[src/include/cpu_checker_defs.svh]
`ifndef CPU_CHECKER_DEFS_SVH
`define CPU_CHECKER_DEFS_SVH

// digit limits of the trace line fields
`define CC_DEC_DIGITS_MAX 4
`define CC_HEX_DIGITS 8

// time and register numbers fit 9999
`define CC_TIME_W 14

// legal instruction window, inclusive
`define CC_PC_LO 32'h0000_3000
`define CC_PC_HI 32'h0000_4fff

// legal data memory window, inclusive
`define CC_ADDR_LO 32'h0000_0000
`define CC_ADDR_HI 32'h0000_2fff

// highest general register
`define CC_GRF_MAX 31

`endif

[src/hdl/char_pkg.sv]
package char_pkg;

  // meaning of one trace character to the parser
  typedef enum logic [3:0] {
    DEC_DIGIT,
    HEX_LETTER,
    CARET,
    AT,
    COLON,
    DOLLAR,
    STAR,
    SPACE,
    LESS,
    EQUAL,
    HASH,
    OTHER
  } char_class_e;

  // nibble holds the digit value for DEC_DIGIT and HEX_LETTER only
  typedef struct packed {
    char_class_e cls;
    logic [3:0]  nibble;
  } char_info_t;

endpackage

[src/hdl/record_pkg.sv]
`include "cpu_checker_defs.svh"

package record_pkg;

  typedef enum logic {
    REG_WRITE,
    MEM_WRITE
  } record_kind_e;

  // register number sits in the low bits of the target word
  typedef struct packed {
    logic [31-`CC_TIME_W:0] pad;
    logic [`CC_TIME_W-1:0]  grf;
  } reg_view_t;

  // one target word, address for memory writes, register for register writes
  typedef union packed {
    logic [31:0] mem_addr;
    reg_view_t   reg_view;
  } target_u;

  // one parsed trace line
  typedef struct packed {
    record_kind_e          kind;
    logic [`CC_TIME_W-1:0] time_val;
    logic [31:0]           pc;
    target_u               target;
    logic [31:0]           data;
  } record_t;

endpackage

[src/hdl/record_parser.sv]
`timescale 1ns/1ps

`include "cpu_checker_defs.svh"

module record_parser (
  input  logic                 clk,
  input  logic                 reset,
  input  char_pkg::char_info_t char_info,
  output record_pkg::record_t  record,
  output logic                 record_done
);

  import char_pkg::*;
  import record_pkg::*;

  typedef enum logic [3:0] {
    S_IDLE,
    S_TIME,
    S_PC,
    S_GAP,
    S_TARGET,
    S_TGT_SPACE,
    S_LESS,
    S_EQUAL,
    S_DATA
  } state_e;

  state_e                state;
  logic [3:0]            digit_cnt;
  logic [3:0]            cnt_inc;
  record_t               rec_q;
  logic                  is_dec;
  logic                  is_hex;
  logic                  dec_ok;
  logic                  hex_full;
  logic                  tgt_digit;
  logic                  tgt_full;
  logic                  tgt_ok;
  logic [`CC_TIME_W-1:0] time_next;
  logic [`CC_TIME_W-1:0] grf_next;

  assign is_dec   = char_info.cls == DEC_DIGIT;
  assign is_hex   = is_dec || char_info.cls == HEX_LETTER;
  assign cnt_inc  = digit_cnt + 4'd1;
  assign dec_ok   = digit_cnt != 4'd0 && digit_cnt <= 4'(`CC_DEC_DIGITS_MAX);
  assign hex_full = digit_cnt == 4'(`CC_HEX_DIGITS);

  // register numbers are decimal, addresses are hex
  assign tgt_digit = (rec_q.kind == REG_WRITE) ? is_dec : is_hex;
  assign tgt_full  = (rec_q.kind == REG_WRITE) ?
                     digit_cnt == 4'(`CC_DEC_DIGITS_MAX) : hex_full;
  assign tgt_ok    = (rec_q.kind == REG_WRITE) ? dec_ok : hex_full;

  // multiply by ten and add
  assign time_next = rec_q.time_val * `CC_TIME_W'(10) + `CC_TIME_W'(char_info.nibble);
  assign grf_next  = rec_q.target.reg_view.grf * `CC_TIME_W'(10) +
                     `CC_TIME_W'(char_info.nibble);

  always_ff @(posedge clk)
  begin
    if (reset)
    begin
      state       <= S_IDLE;
      digit_cnt   <= 4'd0;
      record_done <= 1'b0;
    end
    else
    begin
      record_done <= 1'b0;
      // a caret always opens a new line
      if (char_info.cls == CARET)
      begin
        state     <= S_TIME;
        digit_cnt <= 4'd0;
      end
      else
      begin
        // anything unexpected drops back to idle
        state     <= S_IDLE;
        digit_cnt <= 4'd0;
        case (state)
          S_TIME:
          begin
            if (is_dec && digit_cnt != 4'(`CC_DEC_DIGITS_MAX))
            begin
              state     <= S_TIME;
              digit_cnt <= cnt_inc;
            end
            else if (char_info.cls == AT && dec_ok)
              state <= S_PC;
          end
          S_PC:
          begin
            if (is_hex && !hex_full)
            begin
              state     <= S_PC;
              digit_cnt <= cnt_inc;
            end
            else if (char_info.cls == COLON && hex_full)
              state <= S_GAP;
          end
          S_GAP:
          begin
            if (char_info.cls == SPACE)
              state <= S_GAP;
            else if (char_info.cls == DOLLAR || char_info.cls == STAR)
              state <= S_TARGET;
          end
          S_TARGET:
          begin
            if (tgt_digit && !tgt_full)
            begin
              state     <= S_TARGET;
              digit_cnt <= cnt_inc;
            end
            else if (char_info.cls == SPACE && tgt_ok)
              state <= S_TGT_SPACE;
            else if (char_info.cls == LESS && tgt_ok)
              state <= S_LESS;
          end
          S_TGT_SPACE:
          begin
            if (char_info.cls == SPACE)
              state <= S_TGT_SPACE;
            else if (char_info.cls == LESS)
              state <= S_LESS;
          end
          S_LESS:
          begin
            if (char_info.cls == EQUAL)
              state <= S_EQUAL;
          end
          S_EQUAL:
          begin
            if (char_info.cls == SPACE)
              state <= S_EQUAL;
            else if (is_hex)
            begin
              state     <= S_DATA;
              digit_cnt <= 4'd1;
            end
          end
          S_DATA:
          begin
            if (is_hex && !hex_full)
            begin
              state     <= S_DATA;
              digit_cnt <= cnt_inc;
            end
            else if (char_info.cls == HASH && hex_full)
              record_done <= 1'b1;
          end
          default:
          begin
            state <= S_IDLE;
          end
        endcase
      end
    end
  end

  // field registers, every field is fully rewritten by a good line
  always_ff @(posedge clk)
  begin
    if (char_info.cls == CARET)
      rec_q.time_val <= '0;
    else
    begin
      case (state)
        S_TIME:
          if (is_dec)
            rec_q.time_val <= time_next;
        S_PC:
          if (is_hex)
            rec_q.pc <= {rec_q.pc[27:0], char_info.nibble};
        S_GAP:
        begin
          if (char_info.cls == DOLLAR)
          begin
            rec_q.kind            <= REG_WRITE;
            rec_q.target.mem_addr <= '0;
          end
          else if (char_info.cls == STAR)
          begin
            rec_q.kind            <= MEM_WRITE;
            rec_q.target.mem_addr <= '0;
          end
        end
        S_TARGET:
        begin
          if (rec_q.kind == REG_WRITE && is_dec)
            rec_q.target.reg_view.grf <= grf_next;
          else if (rec_q.kind == MEM_WRITE && is_hex)
            rec_q.target.mem_addr <= {rec_q.target.mem_addr[27:0], char_info.nibble};
        end
        S_EQUAL, S_DATA:
          if (is_hex)
            rec_q.data <= {rec_q.data[27:0], char_info.nibble};
        default:
        begin
        end
      endcase
    end
  end

  assign record = rec_q;

  // a record needs at least a '#' and a new '^' between two strobes
  assert property (@(posedge clk) disable iff (reset) record_done |=> !record_done)
    else $error("record_done high in two consecutive cycles");

  assert property (@(posedge clk) disable iff (reset) digit_cnt <= 4'(`CC_HEX_DIGITS))
    else $error("digit counter beyond hex field width");

endmodule

[config.mk]
export PLATFORM = sky130hd
export DESIGN_NAME = record_parser
export DESIGN_NICKNAME = d
export VERILOG_FILES = /design/src/hdl/char_pkg.sv /design/src/hdl/record_pkg.sv /design/src/hdl/record_parser.sv
export VERILOG_INCLUDE_DIRS = /design/src /design/src/include
export SDC_FILE = /design/constraint.sdc
export NUM_CORES = 1
export LEC_CHECK = 0
export ABC_AREA = 1
export BUFFER_PORTS_ARGS = -buffer_cell sky130_fd_sc_hd__buf_2
export CAP_MARGIN = 20
export CORE_MARGIN = 2
export CORE_UTILIZATION = 45
export DETAILED_ROUTE_END_ITERATION = 6
export PLACE_DENSITY = 0.7
export SYNTH_ARGS = -nofsm -noshare
export SYNTH_HDL_FRONTEND = slang
export SYNTH_SLANG_ARGS = --single-unit
export TNS_END_PERCENT = 50
[constraint.sdc]
create_clock -name clk -period 3.7 [get_ports clk]
set_input_delay 0.185 -clock clk [delete_from_list [all_inputs] [get_ports clk]]
set_output_delay 0.185 -clock clk [all_outputs]
set_load 0.02 [all_outputs]
==> impl_metrics.ini <==
[logic_synthesis]
ys_types = 37
synth-seq-cells = 120
synth_nets = 737
yosys.area.top_type = edfxtp_1
synth.top_cell.area_share_pct = 45.32
synth-edff-count = 97
synth_area_sq_mm = 0.006427
ys_top_cells_by_count = nand2_1 (129), inv_1 (102), edfxtp_1 (97)
avgSynthCellArea_sq_um = 9.494
post-synth-top-count-cell = nand2_1
synthFlopType = edfxtp_1
synth_area_leaders = edfxtp_1 (45%), ha_1 (9.0%), nand2_1 (7.5%), dfxtp_1 (7.2%), inv_1 (6.0%)
ys_seq_area_share_pct = 52.48
synth_cells = 677
synth_async_sr_flop_share_pct = 0
ys_warn_count = 0

[cts]
clk_pin_slew_ns = 0.06
post_cts_buffers = 0
clockRootBuffer = clkbuf_16
cts.sinks = 120
ctsHtreeMaxLevel = 4
insertion_delay_ns = 0.42
max-clock-path-buffers = 2
cts_buffers = 17
cts_tree = yes

[timing]
fin_tns_setup_ns = 0
setup_violations = 0
fin_crit_sh_pct = 73.16
relSlewSlack_pct = 39.53
fmax_mhz = 369.4
maxSlewViolCount = 0
hold_viol = 0
worst_hold_slack_ns = 0.03147
worst_pin_slew_ns = 0.9050
rsz0062_at_grt = false
worst_clock_skew_ns = 0.008515
fin_crit_ns = 2.707

[route]
wl_um = 14360
wl_per_cell_um = 14.28
drt-pass1-iter-count = 4
viasPerCell = 4.968
vias = 4998
dr.first_iter.drc_count = 277
drtAntennaViolNets = 0
drc = 0

[critical_path]
rr_endpoint = record[43]
rrSetupSlack_ns = 0.99
worst-path-max-fanout = 4
critPathRequiredTime_ns = 3.87
endpoint_kind = register
r2r_cells = 13
worst_ep_arrival_time_ns = 2.88
start_kind = register
timing_worst_setup_path_type = reg2reg
crit_start = record[33]
r2r-start = record[33]

[cells_and_area]
fill_cells = 1259
final-seq-area_sq_mm = 0.003373
multiInputGateArea_sq_mm = 0.002605
utilization_pct = 56.71
drive_above_1_share_pct = 24.58
instances_no_fill = 1006
nets = 873
syn2layout_area_growth_pct = 22.95
antenna_cells = 0

[placed_design]
place_inst = 973
gp_congestion = 0.9074
port_buffers = 121
hpwl_um = 10840

[status]
status = finished, final reports clean

[floorplanning]
core_sq_mm = 0.01393
die-width_um = 123.5
dieHeight_um = 123.5
rows = 43
dieArea_sq_mm = 0.01525
ioPinCount = 122
initial_core_util_pct = 46.13

[global_routing]
grt_pass1_wl_um = 22260
grt-ovfl-total = 0
antenna_found_initial = 0
grt_max_degree = 33
track_usage_pct = 19.21
first_global_vias = 4584

[min_path]
min_to = state[0]
hold_start = reset
holdPathStages = 3
hold_class = in2reg

[pwr]
power_density_mw_per_mm2 = 424.7
leakage_uw = 0.003635
irDropWorstVdd_uv = 308.8
power_uw = 3356

[run]
cap_violations = 0
[worst max-delay path, stage by stage, from the launching register on]
cell      delay (ns)
edfxtp_1        0.45
ha_1            0.33
ha_1            0.25
fa_1            0.42
nand2_2         0.11
nand3_1         0.11
nor2_2          0.18
nand3_2         0.12
nor2_4          0.14
inv_2           0.06
o21bai_2        0.10
nand3_1         0.07
nand2_1         0.09
inv_1           0.04
[worst max-delay path by stage]
| stage | slack (ns) | cells after the start | endpoint |
|---|---|---|---|
| 2_1_floorplan | 0.08 | 5 | record[0] |
| 3_3_place_gp | 1.12 | 13 | record[43] |
| 3_5_place_dp | 1.04 | 13 | record[43] |
| 4_1_cts | 1.0 | 13 | record[43] |
| 5_1_grt | 0.79 | 15 | record[44] |
| 6_report | 0.99 | 13 | record[43] |
[cells in the final DEF (no fill, tap or decap), types with 3 or more instances in the layout]
cell type,synthesis,routed
a21oi_1,24,23
o21a_1,4,4
inv_1,102,102
clkinv_1,1,4
nand3_1,46,46
nand3_2,5,5
nor2_1,61,60
nand2_1,129,129
clkbuf_16,0,17
o21ai_0,24,23
xor2_1,8,8
nor2_4,4,5
o21bai_1,6,6
nor3_1,11,11
nand3b_1,4,4
fa_1,4,4
inv_2,11,11
nand4_1,7,7
nor2_2,9,9
a21oi_2,2,3
edfxtp_1,97,97
o211ai_1,5,5
nand2_2,12,12
o21ai_1,3,3
buf_4,0,3
buf_2,5,121
bufinv_16,0,5
xnor2_1,8,8
a31oi_1,4,4
dfxtp_1,23,23
ha_1,46,46
[cell families after synthesis]
group	share of synthesized area, %
xor gates and xnor gates	2.180
and+or+nand+nor	20.69
AOI/OAI and AO/OA	7.222
buffers and inverters	7.222
DFF	52.48
adders and majority gates	10.20
[registers in the layout (all words and copies together), names as in the netlist]
register,cells
digit_cnt,4
state,4
record_done,1
record,111
[timing repair]
item	4_1_cts	5_1_grt
endpoints found under the hold margin	2	0
hold buffers	1	0
gates resized for setup	0	0
[final cells by class]
| class | count | area share (%) |
|---|---|---|
| timing repair buffer | 125 | 8.075 |
| clock inverter | 14 | 2.581 |
| clock buffer | 18 | 5.431 |
| inverter | 114 | 5.415 |
| tap | 180 | 2.850 |
| sequential | 120 | 42.69 |
| multi-input combinational | 435 | 32.96 |
[per-layer routing]
layer	wire, um	vias up	GRT usage, %
li1	-	2535	-
met5	0	-	0
met3	926	22	5.212
met1	6438	2293	23.57
met4	233	0	7.741
met2	6765	148	32.01
[metrics by stage]
stage	setup WS (ns)	cell area, sq um
final	0.9932	7903
after global routing	0.7924	7903
after CTS	0.9997	7903
after detailed placement	1.038	7259
after global placement	1.120	7259
after floorplan	0.07554	6427
[where the power goes]
| part | switching (uW) | internal, uW |
|---|---|---|
| sequential | 7.45 | 1450 |
| clock | 582 | 1190 |
| combinational | 86.3 | 46.7 |
No activity file was read; power rests on OpenSTA's default activity.
